`config.mk`:
```
export PLATFORM = sky130hd
export DESIGN_NAME = roce_rx_top
export DESIGN_NICKNAME = d
export VERILOG_FILES = /design/src/hw/roce_pkg.sv /design/src/hw/roce_cfg_regs.sv /design/src/hw/roce_hdr_decode.sv /design/src/hw/roce_psn_execute.sv /design/src/hw/roce_stat_result.sv /design/src/hw/roce_rx_top.sv
export SDC_FILE = /design/constraint.sdc
export NUM_CORES = 1
export LEC_CHECK = 0
export BUFFER_PORTS_ARGS = -buffer_cell sky130_fd_sc_hd__buf_4
export CAP_MARGIN = 20
export CORE_AREA = 2 2 270 272
export CTS_CLUSTER_DIAMETER = 200
export CTS_CLUSTER_SIZE = 12
export DETAILED_ROUTE_END_ITERATION = 7
export DIE_AREA = 0 0 272 274
export GPL_ROUTABILITY_DRIVEN = 1
export PLACE_DENSITY = 0.73
export SYNTH_ARGS = -nofsm -noshare
export SYNTH_HDL_FRONTEND = slang
export SYNTH_HIERARCHICAL = 1
export SYNTH_SLANG_ARGS = --single-unit
```
`constraint.sdc`:
```
create_clock -name aclk -period 4.7 [get_ports aclk]
set_input_delay 0.235 -clock aclk [delete_from_list [all_inputs] [get_ports aclk]]
set_output_delay 0.235 -clock aclk [all_outputs]
set_load 0.005 [all_outputs]
```
`src/hw/roce_pkg.sv`:
```
`default_nettype none

package roce_pkg;

    typedef logic [47:0] mac_addr_t;
    typedef logic [31:0] ipv4_addr_t;
    typedef logic [23:0] psn_t;
    typedef logic [23:0] qpn_t;
    typedef logic [11:0] apb_addr_t;
    typedef logic [31:0] apb_data_t;
    typedef logic [15:0] cnt_t;

    localparam int BEAT_BYTES = 64;  // All headers fit in the first beat

    localparam logic [15:0] ETH_TYPE_IPV4 = 16'h0800;
    localparam logic [15:0] ROCE_UDP_PORT = 16'd4791;
    localparam qpn_t        QP_BASE       = 24'd2;

    // BTH opcodes, RC transport
    localparam logic [7:0] OP_SEND_ONLY      = 8'h04;
    localparam logic [7:0] OP_WRITE_ONLY     = 8'h0A;
    localparam logic [7:0] OP_READ_RESP_ONLY = 8'h10;
    localparam logic [7:0] OP_ACK            = 8'h11;

    // Byte offsets from start of frame, untagged Ethernet + IPv4 without options
    localparam int OFS_ETH_DST    = 0;
    localparam int OFS_ETH_TYPE   = 12;
    localparam int OFS_IP_DST     = 30;
    localparam int OFS_UDP_DPORT  = 36;
    localparam int OFS_BTH_OPCODE = 42;
    localparam int OFS_BTH_DQP    = 47;
    localparam int OFS_BTH_PSN    = 51;
    localparam int HDR_BYTES      = 54;  // Up to end of BTH

    localparam apb_addr_t REG_CTRL     = 12'h000;
    localparam apb_addr_t REG_MAC_LO   = 12'h004;
    localparam apb_addr_t REG_MAC_HI   = 12'h008;
    localparam apb_addr_t REG_IP       = 12'h00C;
    localparam apb_addr_t REG_PSN_BASE = 12'h040;
    localparam apb_addr_t REG_CNT_BASE = 12'h080;

    localparam int NUM_CLASS = 8;

    typedef enum logic [2:0] {
        NON_ROCE,
        ADDR_DROP,
        SEND,
        WRITE,
        READ_RESP,
        ACK,
        PSN_ERR,
        BAD_QP
    } pkt_class_e;

    typedef struct packed {
        logic [BEAT_BYTES*8-1:0] data;  // Byte 0 in bits 7:0
        logic [BEAT_BYTES-1:0]   keep;
        logic                    last;
    } rx_beat_t;

    typedef struct packed {
        logic       valid;
        pkt_class_e cls;  // Preliminary, before the PSN check
        qpn_t       dest_qp;
        psn_t       psn;
    } hdr_info_t;

    typedef struct packed {
        logic       valid;
        pkt_class_e cls;
        qpn_t       qp;  // BTH destination QP
    } pkt_event_t;

    typedef struct packed {
        logic       enable;
        mac_addr_t  local_mac;
        ipv4_addr_t local_ip;
    } roce_cfg_t;

endpackage

`default_nettype wire

```
`src/hw/roce_cfg_regs.sv`:
```
`timescale 1ns/100ps
`default_nettype none

module roce_cfg_regs import roce_pkg::*; #(
    parameter int NUM_QP = 6
) (
    input  wire               aclk,
    input  wire               aresetn,
    input  wire               i_psel,
    input  wire               i_penable,
    input  wire               i_pwrite,
    input  wire apb_addr_t    i_paddr,
    input  wire apb_data_t    i_pwdata,
    input  wire cnt_t [NUM_CLASS-1:0] i_cnt,
    output apb_data_t         o_prdata,
    output logic              o_pready,
    output logic              o_pslverr,
    output roce_cfg_t         o_cfg,
    output logic              o_psn_load,
    output logic [2:0]        o_psn_load_qp,
    output psn_t              o_psn_load_val,
    output logic              o_cnt_clear
);

    logic      access;
    logic      wr_en;
    logic      reg_hit;
    logic      psn_hit;
    logic      cnt_hit;
    apb_addr_t psn_ofs;
    apb_addr_t cnt_ofs;
    roce_cfg_t cfg;
    logic      cnt_clear;

    assign access = i_psel & i_penable;
    assign wr_en  = access & i_pwrite;

    assign psn_ofs = i_paddr - REG_PSN_BASE;
    assign cnt_ofs = i_paddr - REG_CNT_BASE;

    // One word per QP, write-only, reads return zero
    assign psn_hit = (i_paddr >= REG_PSN_BASE) && (psn_ofs < apb_addr_t'(4 * NUM_QP))
                     && (i_paddr[1:0] == 2'b00);
    // Counters are read-only
    assign cnt_hit = (i_paddr >= REG_CNT_BASE) && (cnt_ofs < apb_addr_t'(4 * NUM_CLASS))
                     && (i_paddr[1:0] == 2'b00);

    assign reg_hit = (i_paddr == REG_CTRL) || (i_paddr == REG_MAC_LO)
                     || (i_paddr == REG_MAC_HI) || (i_paddr == REG_IP);

    assign o_pready  = 1'b1;  // Zero wait states
    assign o_pslverr = access & ~(reg_hit | psn_hit | (cnt_hit & ~i_pwrite));

    always_comb begin
        o_prdata = '0;
        case (i_paddr)
            REG_CTRL:   o_prdata = {31'b0, cfg.enable};  // Clear bit reads as 0
            REG_MAC_LO: o_prdata = cfg.local_mac[31:0];
            REG_MAC_HI: o_prdata = {16'b0, cfg.local_mac[47:32]};
            REG_IP:     o_prdata = cfg.local_ip;
            default: begin
                if (cnt_hit) begin
                    o_prdata = {16'b0, i_cnt[cnt_ofs[4:2]]};
                end
            end
        endcase
    end

    always_ff @(posedge aclk or negedge aresetn) begin
        if (!aresetn) begin
            cfg       <= '0;
            cnt_clear <= 1'b0;
        end else begin
            cnt_clear <= 1'b0;
            if (wr_en) begin
                case (i_paddr)
                    REG_CTRL: begin
                        cfg.enable <= i_pwdata[0];
                        cnt_clear  <= i_pwdata[1];
                    end
                    REG_MAC_LO: cfg.local_mac[31:0]  <= i_pwdata;
                    REG_MAC_HI: cfg.local_mac[47:32] <= i_pwdata[15:0];
                    REG_IP:     cfg.local_ip         <= i_pwdata;
                    default:    ;
                endcase
            end
        end
    end

    assign o_cfg       = cfg;
    assign o_cnt_clear = cnt_clear;

    // Table write happens in the execute stage at this edge
    assign o_psn_load     = wr_en & psn_hit;
    assign o_psn_load_qp  = psn_ofs[4:2];
    assign o_psn_load_val = i_pwdata[23:0];

endmodule

`default_nettype wire

```
`src/hw/roce_hdr_decode.sv`:
```
`timescale 1ns/100ps
`default_nettype none

module roce_hdr_decode import roce_pkg::*; (
    input  wire            aclk,
    input  wire            aresetn,
    input  wire roce_cfg_t i_cfg,
    input  wire            i_rx_valid,
    input  wire rx_beat_t  i_rx_beat,
    output hdr_info_t      o_hdr
);

    typedef struct packed {
        mac_addr_t   mac_dst;
        logic [15:0] eth_type;
        ipv4_addr_t  ip_dst;
        logic [15:0] udp_dport;
        logic [7:0]  opcode;
        qpn_t        dest_qp;
        psn_t        psn;
        logic        full_hdr;
    } hdr_fields_t;

    logic        sof;
    logic        s1_valid;
    hdr_fields_t fields_in;
    hdr_fields_t s1_fields;
    logic        is_roce;
    logic        is_local;
    pkt_class_e  cls;

    // Network byte order field starting at byte ofs
    function automatic logic [47:0] be_field(input logic [BEAT_BYTES*8-1:0] data,
                                             input int ofs, input int len);
        logic [47:0] val;
        val = '0;
        for (int i = 0; i < len; i++) begin
            val = {val[39:0], data[8*(ofs+i) +: 8]};
        end
        return val;
    endfunction

    always_comb begin
        fields_in.mac_dst   = mac_addr_t'(be_field(i_rx_beat.data, OFS_ETH_DST, 6));
        fields_in.eth_type  = 16'(be_field(i_rx_beat.data, OFS_ETH_TYPE, 2));
        fields_in.ip_dst    = ipv4_addr_t'(be_field(i_rx_beat.data, OFS_IP_DST, 4));
        fields_in.udp_dport = 16'(be_field(i_rx_beat.data, OFS_UDP_DPORT, 2));
        fields_in.opcode    = 8'(be_field(i_rx_beat.data, OFS_BTH_OPCODE, 1));
        fields_in.dest_qp   = qpn_t'(be_field(i_rx_beat.data, OFS_BTH_DQP, 3));
        fields_in.psn       = psn_t'(be_field(i_rx_beat.data, OFS_BTH_PSN, 3));
        fields_in.full_hdr  = i_rx_beat.keep[HDR_BYTES-1];  // Runt frames are not RoCE
    end

    // Stage 1, capture header fields of the first beat
    always_ff @(posedge aclk or negedge aresetn) begin
        if (!aresetn) begin
            sof      <= 1'b1;
            s1_valid <= 1'b0;
        end else begin
            if (i_rx_valid) begin
                sof <= i_rx_beat.last;
            end
            s1_valid <= i_rx_valid & sof & i_cfg.enable;
        end
    end

    always_ff @(posedge aclk) begin
        if (i_rx_valid && sof) begin
            s1_fields <= fields_in;
        end
    end

    // Stage 2, compare against local config and sort by opcode
    assign is_roce  = s1_fields.full_hdr && (s1_fields.eth_type == ETH_TYPE_IPV4)
                      && (s1_fields.udp_dport == ROCE_UDP_PORT);
    assign is_local = (s1_fields.mac_dst == i_cfg.local_mac)
                      && (s1_fields.ip_dst == i_cfg.local_ip);

    always_comb begin
        if (!is_roce) begin
            cls = NON_ROCE;
        end else if (!is_local) begin
            cls = ADDR_DROP;
        end else begin
            case (s1_fields.opcode)
                OP_SEND_ONLY:      cls = SEND;
                OP_WRITE_ONLY:     cls = WRITE;
                OP_READ_RESP_ONLY: cls = READ_RESP;
                OP_ACK:            cls = ACK;
                default:           cls = ADDR_DROP;  // Unsupported opcode
            endcase
        end
    end

    always_ff @(posedge aclk or negedge aresetn) begin
        if (!aresetn) begin
            o_hdr <= '0;
        end else begin
            o_hdr <= '{valid: s1_valid, cls: cls, dest_qp: s1_fields.dest_qp,
                       psn: s1_fields.psn};
        end
    end

endmodule

`default_nettype wire

```
`src/hw/roce_psn_execute.sv`:
```
`timescale 1ns/100ps
`default_nettype none

module roce_psn_execute import roce_pkg::*; #(
    parameter int NUM_QP = 6
) (
    input  wire             aclk,
    input  wire             aresetn,
    input  wire hdr_info_t  i_hdr,
    input  wire             i_psn_load,
    input  wire [2:0]       i_psn_load_qp,
    input  wire psn_t       i_psn_load_val,
    output pkt_event_t      o_event
);

    psn_t       exp_psn [NUM_QP];
    logic       in_range;
    logic [2:0] qp_idx;
    logic       checked;
    logic       accept;
    pkt_class_e cls;

    assign in_range = (i_hdr.dest_qp >= QP_BASE) && (i_hdr.dest_qp < QP_BASE + NUM_QP);
    assign qp_idx   = 3'(i_hdr.dest_qp - QP_BASE);
    assign checked  = i_hdr.cls inside {SEND, WRITE, READ_RESP, ACK};

    always_comb begin
        cls    = i_hdr.cls;
        accept = 1'b0;
        if (checked) begin
            if (!in_range) begin
                cls = BAD_QP;
            end else if (i_hdr.psn != exp_psn[qp_idx]) begin
                cls = PSN_ERR;
            end else begin
                accept = i_hdr.valid;
            end
        end
    end

    always_ff @(posedge aclk or negedge aresetn) begin
        if (!aresetn) begin
            o_event <= '0;
        end else begin
            o_event <= '{valid: i_hdr.valid, cls: cls, qp: i_hdr.dest_qp};
        end
    end

    // Updated on the same edge the event leaves, so a following frame sees it
    always_ff @(posedge aclk or negedge aresetn) begin
        if (!aresetn) begin
            for (int i = 0; i < NUM_QP; i++) begin
                exp_psn[i] <= '0;
            end
        end else begin
            for (int i = 0; i < NUM_QP; i++) begin
                if (i_psn_load && (i_psn_load_qp == 3'(i))) begin
                    exp_psn[i] <= i_psn_load_val;  // Software load wins
                end else if (accept && (qp_idx == 3'(i))) begin
                    exp_psn[i] <= exp_psn[i] + 24'd1;
                end
            end
        end
    end

endmodule

`default_nettype wire

```
`src/hw/roce_stat_result.sv`:
```
`timescale 1ns/100ps
`default_nettype none

module roce_stat_result import roce_pkg::*; (
    input  wire              aclk,
    input  wire              aresetn,
    input  wire pkt_event_t  i_event,
    input  wire              i_cnt_clear,
    output pkt_event_t       o_event,
    output cnt_t [NUM_CLASS-1:0] o_cnt
);

    always_ff @(posedge aclk or negedge aresetn) begin
        if (!aresetn) begin
            o_event <= '0;
        end else begin
            o_event <= i_event;
        end
    end

    // One saturating counter per class, indexed by enum value
    always_ff @(posedge aclk or negedge aresetn) begin
        if (!aresetn) begin
            o_cnt <= '0;
        end else begin
            for (int c = 0; c < NUM_CLASS; c++) begin
                if (i_cnt_clear) begin
                    o_cnt[c] <= '0;
                end else if (i_event.valid && (int'(i_event.cls) == c)
                             && (o_cnt[c] != '1)) begin
                    o_cnt[c] <= o_cnt[c] + 16'd1;
                end
            end
        end
    end

endmodule

`default_nettype wire

```
`src/hw/roce_rx_top.sv`:
```
`timescale 1ns/100ps
`default_nettype none

module roce_rx_top import roce_pkg::*; #(
    parameter int NUM_QP = 6
) (
    input  wire             aclk,
    input  wire             aresetn,
    input  wire             i_rx_valid,
    input  wire rx_beat_t   i_rx_beat,
    input  wire             i_psel,
    input  wire             i_penable,
    input  wire             i_pwrite,
    input  wire apb_addr_t  i_paddr,
    input  wire apb_data_t  i_pwdata,
    output apb_data_t       o_prdata,
    output logic            o_pready,
    output logic            o_pslverr,
    output pkt_event_t      o_event
);

    roce_cfg_t            cfg;
    logic                 psn_load;
    logic [2:0]           psn_load_qp;
    psn_t                 psn_load_val;
    logic                 cnt_clear;
    hdr_info_t            hdr;
    pkt_event_t           exec_event;
    cnt_t [NUM_CLASS-1:0] cnt;

    roce_cfg_regs #(
        .NUM_QP (NUM_QP)
    ) cfg_regs_i (
        .aclk           (aclk),
        .aresetn        (aresetn),
        .i_psel         (i_psel),
        .i_penable      (i_penable),
        .i_pwrite       (i_pwrite),
        .i_paddr        (i_paddr),
        .i_pwdata       (i_pwdata),
        .i_cnt          (cnt),
        .o_prdata       (o_prdata),
        .o_pready       (o_pready),
        .o_pslverr      (o_pslverr),
        .o_cfg          (cfg),
        .o_psn_load     (psn_load),
        .o_psn_load_qp  (psn_load_qp),
        .o_psn_load_val (psn_load_val),
        .o_cnt_clear    (cnt_clear)
    );

    // Decode, two cycles
    roce_hdr_decode hdr_decode_i (
        .aclk       (aclk),
        .aresetn    (aresetn),
        .i_cfg      (cfg),
        .i_rx_valid (i_rx_valid),
        .i_rx_beat  (i_rx_beat),
        .o_hdr      (hdr)
    );

    roce_psn_execute #(
        .NUM_QP (NUM_QP)
    ) psn_execute_i (
        .aclk           (aclk),
        .aresetn        (aresetn),
        .i_hdr          (hdr),
        .i_psn_load     (psn_load),
        .i_psn_load_qp  (psn_load_qp),
        .i_psn_load_val (psn_load_val),
        .o_event        (exec_event)
    );

    roce_stat_result stat_result_i (
        .aclk        (aclk),
        .aresetn     (aresetn),
        .i_event     (exec_event),
        .i_cnt_clear (cnt_clear),
        .o_event     (o_event),
        .o_cnt       (cnt)
    );

endmodule

`default_nettype wire

```
==> run_results.csv, run 1 <==
group,metric,value,unit
clock_network,clkTransAtPathRegs,0.07,ns
min_path,holdCritPathClass,"input port to async pin",
yosys,synth_edf_count,169,
power_and_ir_drop,vdd_drop_max,0.377,mV
routing,viasPerCell,6.00,
clock_network,postCtsHoldBufs,204,
yosys,ys_types,87,
clock_network,clock_path_buffers,3,
sta,finClkSkew,0.0653,ns
sta,hold_violations,0,
sta,fmax,227,MHz
routing,drcViolationCount,0,
routing,wire_per_inst,22.3,um
die,num_rows,99,
clock_network,cts_root_buf,"clkbuf_16",
routing,first_pass_iters,6,
die,pin_count,689,
yosys,ys.flop_type,"dfrtp_1",
routing,drt_iter0_drc,3089,
clock_network,cts_made_buffers,58,
sta,relSlewSlack,28.0,%
die,initial_core_util,43.7,%
global_route,antenna_found_initial,1,
sta,rsz0062_at_grt,"no",
critical_path,cp.arrival,4.94,ns
sta,tns,0,ns
finish,seqCellArea,16700,um^2
clock_network,clock_latency,0.67,ns
die,die_h,274,um
clock_network,cts_resized,0,
place,place_hpwl,64000,um
sta,fin_crit,4.41,ns
place,numPortBuffers,280,
finish,drive_gt1_share,19.1,%
global_route,overflow,0,
die,core,72000,um^2
power_and_ir_drop,total_power,0.0111,W
yosys,ys_ff_latch,633,
finish,final_common_cell,"dfrtp_1",
critical_path,critPathMaxFanout,25,
finish,multi_input_area,13800,um^2
clock_network,cts_tree,"built",
sta,setup_violations,0,
place,routabilityCongestion,0.932,
critical_path,r2r_slack,0.29,ns
yosys,async_flop_share,73.3,%
die,die_w,272,um
power_and_ir_drop,p_per_area,291,nW/um^2
finish,fin_cells,4242,
critical_path,path_class,"register to register",
critical_path,worst_ep_required_time,5.24,ns
global_route,grt_pass1_vias,24200,
clock_network,postCtsSetupBuffers,0,
power_and_ir_drop,p_leak,14.9,nW
yosys,synth_nets,3435,
global_route,gr-usage-all-layers,24.8,%
place,place_inst,3933,
critical_path,start_kind,"register",
flow_run,max-cap-violations,0,
global_route,grt_pass1_wl,143000,um
routing,dr_total_vias,25400,
critical_path,crit_path_end_kind,"register",
global_route,grt_max_degree,137,
yosys,syn_inst,2792,
yosys,syn_area,31400,um^2
clock_network,numClockSinks,633,
sta,maxSlewViolCount,0,
sta,tightest_slew,1.07,ns
yosys,yosysSeqAreaShare,53.1,%
routing,drtAntennaViolNets,0,
finish,areaGrowthSynthToFinish,21.5,%
yosys,yosysWarnings,6,
sta,period_share,93.7,%
finish,fill_cells,6079,
status,run_status,"finished clean",
finish,mostFrequentLayoutCells,"dfrtp_1, buf_4, nand2_1",
clock_network,h-tree-depth,2,
finish,fin_nets,3883,
yosys,avgSynthCellArea,11.3,um^2
routing,routed_wl,94500,um
die,die-area,74500,um^2
## state kept, by name (all words and copies together), names as in the netlist
signal                  count
cfg_regs_i/o_cfg           81
stat_result_i/o_cnt       128
hdr_decode_i/s1_fields    169
cfg_regs_i/o_cnt_clear      1
hdr_decode_i/o_hdr         52
stat_result_i/o_event      28
psn_execute_i/o_event      28
hdr_decode_i/s1_valid       1
hdr_decode_i/sof            1
psn_execute_i/exp_psn     144
## critical path: stages (launching register included)
cell and delay, ns:
dfrtp_2 0.83, mux2i_1 0.41, nor2b_1 0.17, or4_1 0.52, a2111oi_1 0.42, nor4b_4 0.32
and4_2 0.57, buf_4 0.28, nand3_1 0.16, or3_1 0.40, a31oi_1 0.17
## Yosys cell counts, types with 69 or more instances
library cell / n / area share, %
dfrtp_1: 463 / 37
nand2_1: 226 / 2.7
edfxtp_1: 169 / 16
o21ai_0: 156 / 2.5
nor2_1: 143 / 1.7
xor2_1: 135 / 3.8
mux2_2: 120 / 4.3
nand4_1: 114 / 2.3
a21oi_1: 110 / 1.8
nand3_1: 107 / 1.7
clkbuf_1: 78 / 0.93
xnor2_1: 76 / 2.1
mux2i_1: 69 / 2.2
## per-stage QoR
stage	hold slack [ns]	utilization (%)	setup WS [ns]	area, um^2
floorplan	-0.0606	-	1.48	31400
CTS	0.229	53.1	0.333	38200
global route	0.222	53.1	0.0901	38200
detailed placement	0.317	47.9	0.403	34400
global placement	0.331	47.9	0.412	34400
finish	0.226	53.1	0.295	38200
## layer usage
layer / share of wire, % / vias up / global-route usage, % / wire length (um)
met5: 0.0074 / - / 0 / 7
met4: 3.1 / 2 / 7.98 / 2960
met3: 9.2 / 194 / 4.87 / 8730
met2: 46 / 1237 / 38.7 / 43200
met1: 42 / 12700 / 34.8 / 39600
li1: - / 11300 / - / -
## final cells by class
cell class              instances  share of cell area [%]
clock inverters                 4                   0.249
repair buffers                550                    12.3
flip-flops and latches        633                    43.7
clock buffers                  98                    4.19
inverters                      38                   0.373
diodes                          1                 0.00655
multi-input cells            1959                    36.1
well taps                     959                    3.14
## worst paths after layout
path,from,endpoint,depth (start not counted)
worst max-delay path,hdr_decode_i/o_hdr[24],psn_execute_i/exp_psn[23],10
worst min-delay path,aresetn,psn_execute_i/exp_psn[69],2
worst max register to register,hdr_decode_i/o_hdr[24],psn_execute_i/exp_psn[23],10
worst min register to register,hdr_decode_i/s1_fields[34],hdr_decode_i/o_hdr[33],0
max in group asynchronous,aresetn,psn_execute_i/exp_psn[63],3
min in group aclk,i_paddr[3],psn_execute_i/exp_psn[49],3
## cells by family after synthesis
family          after synthesis  share of synthesized area (%)
simple gates               1017                           17.7
flops                       633                           53.1
compound gates              467                           9.09
mux                         247                           10.4
xor+xnor                    211                           5.88
buf+inv                     200                           3.21
fa+ha+maj                    16                          0.637
other cells                   1                         0.0119
## where the power goes
part / switching, W / internal, W / leakage [nW]
sequential: 0.0000693 / 0.00580 / 7.13
combinational: 0.000404 / 0.000362 / 6.95
clock: 0.00215 / 0.00232 / 0.800
No activity file was read; power rests on OpenSTA's default activity.
==> inputs of run 2 (changes only) <==
PLACE_DENSITY = 0.77   (was 0.73)
==> run 2 against run 1 <==
Net effect:
- global-route usage up 0.65 points
- clock power barely moved
- sequential cell count did not move
- largest cell class unchanged
- highest routed layer is now met4
==> run_results.csv, run 2 (synthesized netlist as in run 1, its figures left out) <==
group,metric,value,unit
finish,largest_reg_flops,169,
sta,fmax,231,MHz
die,core,72000,um^2
min_path,holdCritPathClass,"input port to register",
place,routabilityCongestion,0.969,
power_and_ir_drop,vdd_drop_max,0.288,mV
critical_path,critPathMaxFanout,16,
finish,areaGrowthSynthToFinish,21.7,%
sta,fin_ws,0.371,ns
sta,finClkSkew,0.0499,ns
sta,relSlewSlack,28.1,%
global_route,antenna_found_initial,0,
finish,drive_gt1_share,19.2,%
critical_path,worst_ep_required_time,5.15,ns
global_route,grt_max_degree,117,
place,place_inst,3939,
sta,period_share,92.1,%
routing,viasPerCell,6.06,
die,pin_count,689,
place,placed_area,34500,um^2
power_and_ir_drop,p_leak,14.9,nW
critical_path,critPathTopFamily,"simple AND/OR/NAND/NOR gates",
place,numPortBuffers,280,
routing,wire_per_inst,22.9,um
sta,fin_crit,4.33,ns
die,die_w,272,um
global_route,gr-usage-all-layers,25.4,%
critical_path,path_class,"register to register",
clock_network,cts_tree,"built",
sta,tns,0,ns
clock_network,cts_root_buf,"clkbuf_16",
global_route,overflow,0,
clock_network,clock_path_buffers,3,
finish,antenna_cells,0,
clock_network,h-tree-depth,2,
finish,top_register,"hdr_decode_i/s1_fields",
routing,routed_wl,97100,um
finish,final_area,38300,um^2
die,initial_core_util,43.7,%
status,run_status,"finished clean",
power_and_ir_drop,p_per_area,291,nW/um^2
flow_run,max-cap-violations,0,
finish,mostFrequentLayoutCells,"dfrtp_1, buf_4, nand2_1",
critical_path,crit_chain,"buf_4 -> buf_4 -> mux4_2 -> or3b_2 -> o221a_2 -> nand4_1 -> nor4_2 -> and4_2 -> nand2_1 -> buf_4 -> o41ai_1 -> a31oi_1",
routing,dr_total_vias,25700,
place,place_hpwl,64100,um
critical_path,worst-path-buf-inv,3,
critical_path,cp.arrival,4.78,ns
global_route,grt_pass1_wl,147000,um
critical_path,cp_slowest_cell,"dfrtp_1",
routing,first_pass_iters,6,
sta,maxSlewViolCount,0,
sta,rsz0062_at_grt,"no",
finish,fin_nets,3890,
sta,hold_violations,0,
routing,drt_iter0_drc,3181,
die,die-area,74500,um^2
clock_network,cts_made_buffers,58,
die,num_rows,99,
routing,drtAntennaViolNets,0,
global_route,grt_pass1_vias,25000,
die,die_h,274,um
routing,drcViolationCount,0,
critical_path,cpMostUsedCell,"buf_4",
sta,setup_violations,0,
finish,top_regs,"hdr_decode_i/s1_fields: 169 flops, psn_execute_i/exp_psn: 144 flops, stat_result_i/o_cnt: 128 flops",
finish,fin_util,53.2,%
finish,fin_cells,4248,
clock_network,numClockSinks,633,
clock_network,clkTransAtPathRegs,0.07,ns
place,pre_cts_slack,0.475,ns
finish,final_common_cell,"dfrtp_1",
clock_network,clock_latency,0.66,ns
finish,fill_cells,5894,
critical_path,crit_path_end_kind,"register",
critical_path,max_stage_delay,0.85,ns
critical_path,start_kind,"register",
sta,tightest_slew,1.07,ns
clock_network,cts_resized,0,
clock_network,postCtsSetupBuffers,0,
clock_network,postCtsHoldBufs,205,
## run 2: tightest hold or removal path, delay by kind of cell
| kind | cells | cell delay [ns] |
|---|---|---|
| and+or+nand+nor | 2 | 0.25 |
| buffers and inverters | 1 | 0.17 |
## run 2: metal layers
metal	GRT usage, %	part of all wire (%)	routed length (um)
met1	33.8	40	38500
met2	41.1	47	45700
met4	9.43	3.7	3570
met3	5.56	9.7	9390
met5	0	0	0
## run 2: report_power, final
group | switching [W] | total (W) | internal [W]
sequential | 0.0000712 | 0.00587 | 0.00580
combinational | 0.000418 | 0.000785 | 0.000367
clock | 0.00214 | 0.00446 | 0.00232
total | 0.00263 | 0.0111 | 0.00849
## run 2: area by class of cell
cell class                 instances  area (um^2)  share of cell area, %
clock buffer                      98         1600                   4.19
clock inverter                     4         75.1                  0.196
sequential                       633        16700                   43.6
tap                              959         1200                   3.14
inverter                          38          143                  0.373
multi-input combinational       1959        13800                   36.0
timing repair buffer             557         4770                   12.5
## run 2: metrics by stage
stage / hold slack (ns) / total power, W
after floorplan: -0.0606 / 0.00621
after global placement: 0.331 / 0.00658
after detailed placement: 0.334 / 0.00659
after CTS: 0.00633 / 0.0111
after global routing: 0.0519 / 0.0115
final: 0.0326 / 0.0111
## run 2: worst paths after layout
| kind | end | slack [ns] | cells after the start | start |
|---|---|---|---|---|
| worst max-delay path | psn_execute_i/exp_psn[27] | 0.37 | 12 | hdr_decode_i/o_hdr[25] |
| worst min-delay path | cfg_regs_i/o_cnt_clear | 0.03 | 3 | i_paddr[3] |
| worst max register to register | psn_execute_i/exp_psn[27] | 0.37 | 12 | hdr_decode_i/o_hdr[25] |
| worst min register to register | hdr_decode_i/o_hdr[30] | 0.35 | 0 | hdr_decode_i/s1_fields[31] |
| max in group asynchronous | hdr_decode_i/o_hdr[23] | 3.15 | 3 | aresetn |
| min in group asynchronous | cfg_regs_i/o_cfg[56] | 0.21 | 2 | aresetn |
